--- config.mk ---
export PLATFORM = sky130hd
export DESIGN_NAME = fifo_top
export DESIGN_NICKNAME = d
export VERILOG_FILES = /design/src/hw/fifo_status_pkg.sv /design/src/hw/fifo_data_pkg.sv /design/src/hw/fifo_top.sv /design/src/hw/fifo_pop_ctrl.sv /design/src/hw/fifo_push_ctrl.sv /design/src/hw/fifo_ram.sv
export SDC_FILE = /design/constraint.sdc
export NUM_CORES = 1
export LEC_CHECK = 0
export ABC_AREA = 1
export ABC_CLOCK_PERIOD_IN_PS = 2700
export BUFFER_PORTS_ARGS = -buffer_cell sky130_fd_sc_hd__buf_2
export CELL_PAD_IN_SITES_DETAIL_PLACEMENT = 2
export CELL_PAD_IN_SITES_GLOBAL_PLACEMENT = 2
export CORE_MARGIN = 2
export CORE_UTILIZATION = 38
export CTS_CLUSTER_DIAMETER = 60
export DETAILED_ROUTE_END_ITERATION = 10
export PLACE_DENSITY_LB_ADDON = 0.12
export SYNTH_ARGS = -nofsm -noshare
export SYNTH_HDL_FRONTEND = slang
export SYNTH_SLANG_ARGS = --single-unit
--- constraint.sdc ---
create_clock -name clk -period 2.7 [get_ports clk]
set_input_delay 0.135 -clock clk [delete_from_list [all_inputs] [get_ports clk]]
set_output_delay 0.135 -clock clk [all_outputs]
set_load 0.01 [all_outputs]
--- src/hw/fifo_status_pkg.sv ---
// FIFO status package
// Default depth and bypass enable, plus the width helpers and the
// count type used by the slot and item counters

`default_nettype none

package fifo_status_pkg;

  // Default number of storage entries
  parameter int DEF_DEPTH = 4;

  // Bypass on by default
  parameter bit DEF_ENABLE_BYPASS = 1'b1;

  // Width that holds 0..depth inclusive
  function automatic int count_width(int depth);
    return $clog2(depth + 1);
  endfunction

  // Width of an entry index, at least one bit
  function automatic int addr_width(int depth);
    return (depth > 1) ? $clog2(depth) : 1;
  endfunction

  // Slot or item count at the default depth
  typedef logic [count_width(DEF_DEPTH)-1:0] count_t;

endpackage : fifo_status_pkg

`default_nettype wire

--- src/hw/fifo_data_pkg.sv ---
// FIFO data package
// Default word width and the word type shared by the top-level
// defaults and the testbench compare tasks

`default_nettype none

package fifo_data_pkg;

  // --------------------
  // Word width
  // --------------------

  // Default width of one FIFO word in bits
  parameter int DEF_BIT_WIDTH = 8;

  // --------------------
  // Word type
  // --------------------

  // One word as it travels through push, storage and pop
  typedef logic [DEF_BIT_WIDTH-1:0] data_t;

endpackage : fifo_data_pkg

`default_nettype wire
--- src/hw/fifo_top.sv ---
// FIFO top level
// Single-clock ready/valid FIFO built from a push controller, a
// register-array store and a pop controller, with optional bypass

`timescale 1ns/1ns
`default_nettype none

module fifo_top #(
  parameter int Depth = fifo_status_pkg::DEF_DEPTH,
  parameter int BitWidth = fifo_data_pkg::DEF_BIT_WIDTH,
  parameter bit EnableBypass = fifo_status_pkg::DEF_ENABLE_BYPASS,
  localparam int AddrWidth = fifo_status_pkg::addr_width(Depth),
  localparam int CountWidth = fifo_status_pkg::count_width(Depth)
) (
  input  logic                  clk,
  input  logic                  rst_n,
  // Push port
  input  logic                  push_valid,
  input  logic [BitWidth-1:0]   push_data,
  output logic                  push_ready,
  // Pop port
  input  logic                  pop_ready,
  output logic                  pop_valid,
  output logic [BitWidth-1:0]   pop_data,
  // Status
  output logic                  full,
  output logic [CountWidth-1:0] slots,
  output logic                  empty,
  output logic [CountWidth-1:0] items
);

  // --------------------
  // Internal wires
  // --------------------

  logic                 ram_wr_valid;
  logic [AddrWidth-1:0] ram_wr_addr;
  logic [BitWidth-1:0]  ram_wr_data;
  logic [AddrWidth-1:0] ram_rd_addr;
  logic [BitWidth-1:0]  ram_rd_data;
  logic                 ram_push;
  logic                 ram_pop;
  logic                 bypass_valid;
  logic [BitWidth-1:0]  bypass_data;
  logic                 bypass_ready;

  // Push stage
  fifo_push_ctrl #(
    .Depth(Depth),
    .BitWidth(BitWidth),
    .EnableBypass(EnableBypass)
  ) push_ctrl0 (
    .clk, .rst_n, .push_valid, .push_data, .push_ready, .full, .slots,
    .bypass_ready, .bypass_valid, .bypass_data,
    .ram_wr_valid, .ram_wr_addr, .ram_wr_data, .ram_push, .ram_pop
  );

  // Storage
  fifo_ram #(
    .Depth(Depth),
    .BitWidth(BitWidth)
  ) ram0 (
    .clk, .ram_wr_valid, .ram_wr_addr, .ram_wr_data, .ram_rd_addr, .ram_rd_data
  );

  // Pop stage
  fifo_pop_ctrl #(
    .Depth(Depth),
    .BitWidth(BitWidth),
    .EnableBypass(EnableBypass)
  ) pop_ctrl0 (
    .clk, .rst_n, .pop_ready, .pop_valid, .pop_data, .empty, .items,
    .bypass_valid, .bypass_data, .bypass_ready,
    .ram_rd_addr, .ram_rd_data, .ram_push, .ram_pop
  );

endmodule : fifo_top

`default_nettype wire

--- src/hw/fifo_pop_ctrl.sv ---
// FIFO pop controller
// Ready/valid pop side: keeps the item count and empty flag, reads
// storage at its own address, and falls back to the bypass word
// while storage is empty

`timescale 1ns/1ns
`default_nettype none

module fifo_pop_ctrl #(
  parameter int Depth = 2,
  parameter int BitWidth = 1,
  parameter bit EnableBypass = 1'b1,
  localparam int AddrWidth = fifo_status_pkg::addr_width(Depth),
  localparam int CountWidth = fifo_status_pkg::count_width(Depth)
) (
  input  logic                  clk,
  input  logic                  rst_n,
  // Pop port
  input  logic                  pop_ready,
  output logic                  pop_valid,
  output logic [BitWidth-1:0]   pop_data,
  // Status
  output logic                  empty,
  output logic [CountWidth-1:0] items,
  // Bypass from the push stage
  input  logic                  bypass_valid,
  input  logic [BitWidth-1:0]   bypass_data,
  output logic                  bypass_ready,
  // Storage read port
  output logic [AddrWidth-1:0]  ram_rd_addr,
  input  logic [BitWidth-1:0]   ram_rd_data,
  // Handshakes with the push stage
  input  logic                  ram_push,
  output logic                  ram_pop
);

  logic                  use_bypass;
  logic [CountWidth-1:0] items_next;
  logic                  empty_next;

  // --------------------
  // Output select
  // --------------------

  // Bypass only when nothing is stored, so order is kept
  assign use_bypass = EnableBypass && empty;

  assign pop_valid = use_bypass ? bypass_valid : !empty;
  assign pop_data  = use_bypass ? bypass_data : ram_rd_data;

  // Pushed word goes straight out in this cycle
  assign bypass_ready = use_bypass && pop_ready;

  // Taken pop from storage
  assign ram_pop = !empty && pop_ready;

  // --------------------
  // Read address
  // --------------------

  // Same wrap rule as the write side
  always_ff @(posedge clk or negedge rst_n) begin
    if (!rst_n) begin
      ram_rd_addr <= '0;
    end else if (ram_pop) begin
      if (ram_rd_addr == AddrWidth'(Depth - 1)) begin
        ram_rd_addr <= '0;
      end else begin
        ram_rd_addr <= ram_rd_addr + 1'b1;
      end
    end
  end

  // --------------------
  // Items and empty
  // --------------------

  // Mirror image of the slot count
  assign items_next = (ram_push && !ram_pop) ? items + 1'b1 :
                      (!ram_push && ram_pop) ? items - 1'b1 : items;
  assign empty_next = (items_next == '0);

  always_ff @(posedge clk or negedge rst_n) begin
    if (!rst_n) begin
      items <= '0;
      empty <= 1'b1;
    end else if (ram_push || ram_pop) begin
      items <= items_next;
      empty <= empty_next;
    end
  end

  // --------------------
  // Checks
  // --------------------

  // Count never runs past the array
  a_items_in_range: assert property (@(posedge clk) disable iff (!rst_n)
    items <= CountWidth'(Depth));

  // No read from an empty store
  a_pop_needs_items: assert property (@(posedge clk) disable iff (!rst_n)
    ram_pop |-> items != '0);

  // Stalled storage word holds; writes never land on the head entry
  a_stall_holds: assert property (@(posedge clk) disable iff (!rst_n)
    pop_valid && !pop_ready && !empty |=> pop_valid && $stable(pop_data));

endmodule : fifo_pop_ctrl

`default_nettype wire

--- src/hw/fifo_push_ctrl.sv ---
// FIFO push controller
// Ready/valid push side: accepts words while not full, sends each one
// to storage or across the bypass, and keeps the free-slot count and
// the full flag

`timescale 1ns/1ns
`default_nettype none

module fifo_push_ctrl #(
  parameter int Depth = 2,
  parameter int BitWidth = 1,
  parameter bit EnableBypass = 1'b1,
  localparam int AddrWidth = fifo_status_pkg::addr_width(Depth),
  localparam int CountWidth = fifo_status_pkg::count_width(Depth)
) (
  input  logic                  clk,
  input  logic                  rst_n,
  // Push port
  input  logic                  push_valid,
  input  logic [BitWidth-1:0]   push_data,
  output logic                  push_ready,
  // Status
  output logic                  full,
  output logic [CountWidth-1:0] slots,
  // Bypass toward the pop stage
  input  logic                  bypass_ready,
  output logic                  bypass_valid,
  output logic [BitWidth-1:0]   bypass_data,
  // Storage write port
  output logic                  ram_wr_valid,
  output logic [AddrWidth-1:0]  ram_wr_addr,
  output logic [BitWidth-1:0]   ram_wr_data,
  // Handshakes with the pop stage
  output logic                  ram_push,
  input  logic                  ram_pop
);

  // --------------------
  // Flow control
  // --------------------

  logic                  push;
  logic                  bypass_taken;
  logic [CountWidth-1:0] slots_next;
  logic                  full_next;

  // Back-pressure only on full
  assign push_ready = !full;
  assign push       = push_valid && push_ready;

  // Bypass path mirrors the push port when enabled
  assign bypass_valid = EnableBypass ? push_valid : 1'b0;
  assign bypass_data  = EnableBypass ? push_data : '0;
  assign bypass_taken = EnableBypass && bypass_ready;

  // Word goes to storage unless the pop side takes it directly
  assign ram_push     = push && !bypass_taken;
  assign ram_wr_valid = ram_push;
  assign ram_wr_data  = push_data;

  // --------------------
  // Write address
  // --------------------

  // Wraps after the last entry, so non power-of-two depths work too
  always_ff @(posedge clk or negedge rst_n) begin
    if (!rst_n) begin
      ram_wr_addr <= '0;
    end else if (ram_wr_valid) begin
      if (ram_wr_addr == AddrWidth'(Depth - 1)) begin
        ram_wr_addr <= '0;
      end else begin
        ram_wr_addr <= ram_wr_addr + 1'b1;
      end
    end
  end

  // --------------------
  // Slots and full
  // --------------------

  // Push and pop in the same cycle cancel out
  assign slots_next = (ram_push && !ram_pop) ? slots - 1'b1 :
                      (!ram_push && ram_pop) ? slots + 1'b1 : slots;
  assign full_next  = (slots_next == '0);

  always_ff @(posedge clk or negedge rst_n) begin
    if (!rst_n) begin
      slots <= CountWidth'(Depth);
      full  <= 1'b0;
    end else if (ram_push || ram_pop) begin
      slots <= slots_next;
      full  <= full_next;
    end
  end

  // --------------------
  // Checks
  // --------------------

  // Pop side cannot read from an empty store
  a_no_pop_when_all_slots: assert property (@(posedge clk) disable iff (!rst_n)
    slots == CountWidth'(Depth) |-> !ram_pop);

  // Pop side only offers bypass when storage holds nothing
  a_bypass_ready_not_full: assert property (@(posedge clk) disable iff (!rst_n)
    bypass_ready |-> !full);

  // A bypassed word never touches storage or the slot count
  a_push_bypass_exclusive: assert property (@(posedge clk) disable iff (!rst_n)
    push && bypass_taken |=> $stable(slots));

  // One-cycle back-pressure recovery
  a_full_recovers: assert property (@(posedge clk) disable iff (!rst_n)
    full && ram_pop |=> !full && push_ready);

endmodule : fifo_push_ctrl

`default_nettype wire

--- src/hw/fifo_ram.sv ---
// FIFO storage
// Register array of Depth words, one synchronous write port and one
// combinational read port, no reset on the contents

`timescale 1ns/1ns
`default_nettype none

module fifo_ram #(
  parameter int Depth = 2,
  parameter int BitWidth = 1,
  localparam int AddrWidth = fifo_status_pkg::addr_width(Depth)
) (
  input  logic                 clk,
  // Write port
  input  logic                 ram_wr_valid,
  input  logic [AddrWidth-1:0] ram_wr_addr,
  input  logic [BitWidth-1:0]  ram_wr_data,
  // Read port
  input  logic [AddrWidth-1:0] ram_rd_addr,
  output logic [BitWidth-1:0]  ram_rd_data
);

  // --------------------
  // Storage array
  // --------------------

  logic [BitWidth-1:0] mem [Depth];

  // Write at the accepting edge
  always_ff @(posedge clk) begin
    if (ram_wr_valid) begin
      mem[ram_wr_addr] <= ram_wr_data;
    end
  end

  // Read is a plain mux, visible in the same cycle
  assign ram_rd_data = mem[ram_rd_addr];

  // --------------------
  // Checks
  // --------------------

  // Push counter wrap must stay inside the array
  a_wr_addr_in_range: assert property (@(posedge clk)
    ram_wr_valid |-> ram_wr_addr < Depth);

endmodule : fifo_ram

`default_nettype wire

==> out/metrics.yaml, run 1 <==
status: "finished clean"
die_h_um: 78.60
use_met2_pct: 29.32
slew_headroom_pct: 56.11
rsz0062_at_grt: "no"
leakage_uw: 0.001064
ant_nets: 0
gp_congestion: 0.7362
drv_cap: 0
nets: 265
path_max_fanout: 10
antenna_found_initial: 0
die_area_mm2: 0.006177
ir_drop_mv: 0.4549
grt-busiest-layer: "met1"
synth_area_mm2: 0.002115
timing_hold_violations_final: 0
crit_type: "reg2out"
synth_top_area_cell: "edfxtp_1"
period_needed_ns: 1.834
clk_path_buf_depth: 2
wire_per_inst_um: 17.00
path_cells: "inv_2 > nor2_1 > o21ai_0 > a31oi_1 > buf_2"
drc: 0
cts_sinks: 44
skew_ns: 0.003107
synthTopCellsByArea: "edfxtp_1 (45%), dfrtp_1 (12%), nor2_1 (9.1%)"
syn-instance-count: 211
use_met1_pct: 29.39
power_density_mw_per_mm2: 1149
synthDominantCellAreaShare_pct: 45.44
max_freq_mhz: 545.2
grt_max_degree: 20
wirelength_um: 5388
hold_start: "push_data[5]"
r2r-start: "pop_ctrl0.empty"
crit_path_end_kind: "output pin"
slew_viol_final: 0
cts_root_buffer: "clkbuf_8"
ys_ff_latch: 44
crit_start: "pop_ctrl0.ram_rd_addr[1]"
grt_pass1_vias: 1734
clk_pin_slew_ns: 0.09
slowest_stage: "dfrtp_1"
place_ws_ns: 1.015
io_buffers: 29
ios: 30
layout-drive-gt1-share_pct: 24.08
crit_required_ns: 2.57
hold_class: "in2reg"
crit_path_max_incr_delay_ns: 0.55
drt-vias-per-instance: 4.978
ys_seq_area_share_pct: 59.76
synth.avg_cell_area_um2: 10.02
min_period_over_period_pct: 67.94
numCtsBuffers: 5
cts_tree: "built"
core_mm2: 0.005439
overflow: 0
row_count: 27
num-fill-cells: 601
area_delta_synth_final_pct: 16.15
yosys.cell_types.count: 22
clkLatencyLatePin_ns: 0.29
worst_ep_arrival_time_ns: 1.70
setup_violations: 0
firstDrtPassIters: 4
grt_use_total_pct: 19.55
htreeDepth: 2
dp_hpwl_um: 4023
grt_pass1_wl_um: 9177
start_kind: "register"
use_met3_pct: 4.253
die_w_um: 78.60
worst_pin_slew_ns: 0.6559
drt_iter0_markers: 63
ys_warn_count: 0
dr_total_vias: 1578
worst_slack_ns: 0.8657
tns_ns: 0
start_util_pct: 38.88
post_cts_buffers: 0
synth_nets: 232
antenna_cells: 0
## per-stage QoR
step | hold WS [ns] | instance area [µm²] | total power [µW] | utilization [%] | std cells
after floorplan | -0.1606 | 2115 | 1874 | - | 211
after global placement | 0.04235 | 2331 | 2287 | 42.86 | 308
after detailed placement | 0.04118 | 2331 | 2329 | 42.86 | 308
after CTS | 0.07808 | 2456 | 2865 | 45.16 | 317
after global routing | 0.08861 | 2456 | 3089 | 45.16 | 317
final | 0.08190 | 2456 | 2822 | 45.16 | 317
## placed cells by master, fill, tap and decap left out, types with 2 or more instances in the layout
| cell type | count |
|---|---|
| nor2_1 | 51 |
| edfxtp_1 | 32 |
| buf_2 | 29 |
| nand2_1 | 24 |
| inv_1 | 20 |
| o21ai_0 | 14 |
| nand3_1 | 11 |
| dfrtp_1 | 10 |
| ha_1 | 9 |
| a31oi_1 | 8 |
| inv_2 | 7 |
| o21ai_1 | 6 |
| clkbuf_8 | 5 |
| nand3_2 | 4 |
| o21ai_2 | 3 |
| nor2_4 | 2 |
| dfstp_2 | 2 |
## layer usage
metal  share of wire [%]  up-vias
li1                    -      764
met1                  53      792
met2                  44       20
met3                 2.7        2
met4                0.35        0
met5                   0        -
## flip-flops by register name, indices dropped and copies added, names as in the netlist
register                count
pop_ctrl0.items             3
ram0.mem                   32
pop_ctrl0.ram_rd_addr       2
push_ctrl0.slots            3
push_ctrl0.ram_wr_addr      2
push_ctrl0.full             1
pop_ctrl0.empty             1
## path summary, 6_finish.rpt
| kind | endpoint | slack (ns) | cells past startpoint |
|---|---|---|---|
| worst max-delay path | pop_data[3] | 0.87 | 5 |
| min in group asynchronous | pop_ctrl0.items[0] | 0.25 | 2 |
| max in group asynchronous | push_ctrl0.slots[2] | 2.16 | 2 |
| worst min-delay path | ram0.mem[1][5] | 0.08 | 1 |
| worst min register to register | pop_ctrl0.empty | 0.54 | 2 |
| worst max register to register | ram0.mem[3][4] | 1.02 | 3 |
## cells in the mapped netlist
| master | instances |
|---|---|
| a31oi_1 | 8 |
| o21ai_2 | 3 |
| edfxtp_1 | 32 |
| nor2_1 | 51 |
| clkbuf_1 | 1 |
| nand2_4 | 1 |
| buf_2 | 2 |
| dfrtp_1 | 10 |
| dfstp_2 | 2 |
| nand2_1 | 24 |
| ha_1 | 9 |
| buf_4 | 1 |
| nand3_4 | 1 |
| o21ai_0 | 14 |
| nand2_2 | 1 |
| inv_2 | 7 |
| nand3_1 | 11 |
| o21ai_1 | 6 |
| clkbuf_2 | 1 |
| inv_1 | 20 |
| nand3_2 | 4 |
| nor2_4 | 2 |
## cell type report
cell class / count / area, µm² / share of cell area, %
clock buffers: 5 / 68.82 / 2.802
clock inverters: 3 / 46.29 / 1.885
inverters: 27 / 101.3 / 4.126
well taps: 72 / 90.09 / 3.668
multi-input cells: 135 / 723.2 / 29.44
repair buffers: 31 / 162.7 / 6.623
flip-flops and latches: 44 / 1264 / 51.45
## power by group
| part | internal, µW | switching (µW) | total [µW] |
|---|---|---|---|
| logic | 428 | 833 | 1260 |
| registers | 928 | 120 | 1050 |
| clock network | 279 | 235 | 513 |
## repair_timing
| action | in CTS | in global routing |
|---|---|---|
| hold endpoints to repair | 12 | 0 |
| resized for setup | 0 | 0 |
| setup endpoints to repair | 0 | 0 |
| hold buffers | 1 | 0 |
## kinds of logic after synthesis
kind of cell | share of synthesized area, %
and+or+nand+nor | 20.53
DFF | 59.76
adders and majority gates | 5.326
buffers and inverters | 6.035
AOI/OAI and AO/OA | 8.344
## worst max-delay path: cells and delay by family (launching register included)
family                 cells  cell delay (ns)
AO/OA/AOI/OAI              2             0.35
AND/OR/NAND/NOR            1             0.14
buffers and inverters      2             0.36
flip-flops                 1             0.55
Power figures use the tool's default switching activity.
==> run 2, diff against run 1 <==
- ABC_CLOCK_PERIOD_IN_PS: 2700 -> 1600
- CORE_UTILIZATION: 38 -> 32
- clock period: 2.7 -> 1.6 ns (I/O delays scaled with it)
==> run 2 against run 1 <==
  * First-iteration DRC count increased by 49%
  * Sequential share of layout area down 3.6 points
  * Design area increased by 7.7%
  * Worst setup slack worse by 0.82 ns
  * Register-to-register slack got worse by 0.90 ns
  * Critical endpoint is now pop_data[1]
  * Critical path depth grew 1
  * Via count grew 4.2%
  * Clock skew rose by 0.0018 ns
  * Die area up 18%
  * Sequential power grew 66%
  * Clock power increased by 77%
  * Utilization decreased by 3.7 points
==> out/metrics.yaml, run 2 (same netlist as run 1, synthesis figures left out) <==
firstDrtPassIters: 4  # unchanged
crit_path_end_kind: "output pin"  # unchanged
grt_pass1_wl_um: 9549  # was 9177 µm
wire_per_inst_um: 16.76  # was 17.00 µm
worst_slack_ns: 0.04914  # was 0.8657 ns
clk_path_buf_depth: 2  # unchanged
ios: 30  # unchanged
layout_common_cells: "nor2_1 (45), edfxtp_1 (32), buf_2 (29)"  # was nor2_1 (51), edfxtp_1 (32), buf_2 (29)
ant_nets: 0  # unchanged
drt-vias-per-instance: 4.835  # was 4.978
overflow: 0  # unchanged
cts_tree: "built"  # unchanged
leakage_uw: 0.001154  # was 0.001064 µW
drt_iter0_markers: 94  # was 63
skew_ns: 0.004868  # was 0.003107 ns
grt_pass1_vias: 1749  # was 1,734
top_regs: "ram0.mem: 32 flops, pop_ctrl0.items: 3 flops, push_ctrl0.slots: 3 flops"  # unchanged
whs_endpoint: "ram0.mem[1][0]"  # was ram0.mem[1][5]
dp_hpwl_um: 4121  # was 4023 µm
antenna_found_initial: 0  # unchanged
cts_root_buffer: "clkbuf_8"  # unchanged
grt_max_degree: 18  # was 20
hold_class: "in2reg"  # unchanged
crit_required_ns: 1.52  # was 2.57 ns
layout-drive-gt1-share_pct: 30.42  # was 24.08%
slowest_stage: "dfrtp_2"  # was dfrtp_1
r2r-end: "ram0.mem[0][2]"  # was ram0.mem[3][4]
status: "finished clean"  # unchanged
tns_ns: 0  # unchanged
mostFrequentLayoutCell: "nor2_1"  # unchanged
path_cells: "buf_12 > nor2_2 > nor2_1 > o21ai_1 > a31oi_1 > buf_2"  # was inv_2 > nor2_1 > o21ai_0 > a31oi_1 > buf_2
num-fill-cells: 716  # was 601
crit_path_max_incr_delay_ns: 0.45  # was 0.55 ns
holdWs_ns: 0.01126  # was 0.08190 ns
slew_headroom_pct: 67.20  # was 56.11%
drc: 0  # unchanged
die_h_um: 85.29  # was 78.60 µm
drv_cap: 0  # unchanged
r2r-start: "push_ctrl0.ram_wr_addr[0]"  # was pop_ctrl0.empty
period_needed_ns: 1.551
hold_start: "push_data[0]"  # was push_data[5]
setup_violations: 0  # unchanged
worst_ep_arrival_time_ns: 1.47  # was 1.70 ns
p_total_uw: 5114  # was 2822 µW
antenna_cells: 0  # unchanged
hold_depth: 1  # unchanged
ff_latch_area_mm2: 0.001265  # was 0.001264 mm²
regMostFlops: "ram0.mem"  # unchanged
htreeDepth: 2  # unchanged
nets: 283  # was 265
start_util_pct: 33.11  # was 38.88%
clkLatencyLatePin_ns: 0.31  # was 0.29 ns
rsz0062_at_grt: "yes"  # was no
min_period_over_period_pct: 96.93
largest_reg_flops: 32  # unchanged
dr_total_vias: 1644  # was 1,578
die_w_um: 85.29  # was 78.60 µm
gp_congestion: 0.7412  # was 0.7362
cts_sinks: 44  # unchanged
core_mm2: 0.006386  # was 0.005439 mm²
die_area_mm2: 0.007274  # was 0.006177 mm²
io_buffers: 29  # unchanged
crit_type: "reg2out"  # unchanged
timing_hold_violations_final: 0  # unchanged
path_max_fanout: 14  # was 10
multiInputGateArea_um2: 738.2  # was 723.2 µm²
numCtsBuffers: 5  # unchanged
r2r_cells: 4  # was 3
row_count: 29  # was 27
area_delta_synth_final_pct: 25.09  # was 16.15%
grt_use_total_pct: 17.54  # was 19.55%
crit_start: "pop_ctrl0.ram_rd_addr[0]"  # was pop_ctrl0.ram_rd_addr[1]
place_ws_ns: -0.1184  # was 1.015 ns
start_kind: "register"  # unchanged
power_density_mw_per_mm2: 1933  # was 1149 mW/mm²
slew_viol_final: 0  # unchanged
wirelength_um: 5699  # was 5388 µm
clk_pin_slew_ns: 0.09  # about the same
r2r_slack_ns: 0.12  # was 1.02 ns
final_util_pct: 41.42  # was 45.16%
ir_drop_mv: 0.7775  # was 0.4549 mV
worst_pin_slew_ns: 0.4915  # was 0.6559 ns
max_freq_mhz: 644.8
==> run 2: changes by cell type in the layout (fill, tap and decap cells not counted), moves of 4 or more <==
cell | before | now
buf_4 | 1 | 13
o21ai_0 | 14 | 10
nor2_1 | 51 | 45
dlygate4sd3_1 | 1 | 5
o21ai_1 | 6 | 10
nor2_2 | 0 | 6
==> run 2: area by class of cell <==
type	instances	area share [%]
Multi-Input combinational cell	135	27.91
Tap cell	77	3.642
Sequential cell	44	47.82
Clock buffer	5	2.602
Clock inverter	3	1.750
Inverter	27	4.021
Timing Repair Buffer	49	12.25
==> run 2: power by group <==
part / total (µW) / switching (µW) / internal [µW]
Clock: 908 / 437 / 471
Combinational: 2460 / 1500 / 961
Sequential: 1740 / 176 / 1570
Total: 5110 / 2110 / 3000
==> run 2: repair_timing <==
action / in CTS / in global routing
setup endpoints to repair: 32 / 8
pin swaps: 1 / 0
setup buffers: 3 / 0
resized for setup: 6 / 9
endpoints found under the hold margin: 15 / 12
hold buffers: 2 / 3
==> run 2: routing by layer <==
| metal | global-route usage [%] | vias to the layer above | share of wire [%] |
|---|---|---|---|
| met4 | 5.628 | 0 | 1.6 |
| li1 | - | 801 | - |
| met3 | 4.767 | 9 | 3.1 |
| met5 | 0 | - | 0 |
| met2 | 26.35 | 25 | 46 |
| met1 | 24.63 | 809 | 49 |
==> run 2: worst max path at each step <==
stage	end	cells after the start
2_1_floorplan	ram0.mem[0][0]	3
4_1_cts	pop_data[1]	6
3_3_place_gp	ram0.mem[1][2]	4
3_5_place_dp	ram0.mem[1][3]	4
5_1_grt	pop_data[1]	6
6_report	pop_data[1]	6
==> run 2: per-stage QoR <==
step	std cells	area, µm²
after floorplan	211	2115
after global placement	324	2432
after detailed placement	324	2432
after CTS	337	2605
after global routing	340	2645
final	340	2645
==> run 2: critical path, delay by kind of cell (launching register included) <==
kind | cells | cell delay [ns]
flops | 1 | 0.45
buf+inv | 2 | 0.31
compound gates | 2 | 0.25
simple gates | 2 | 0.15
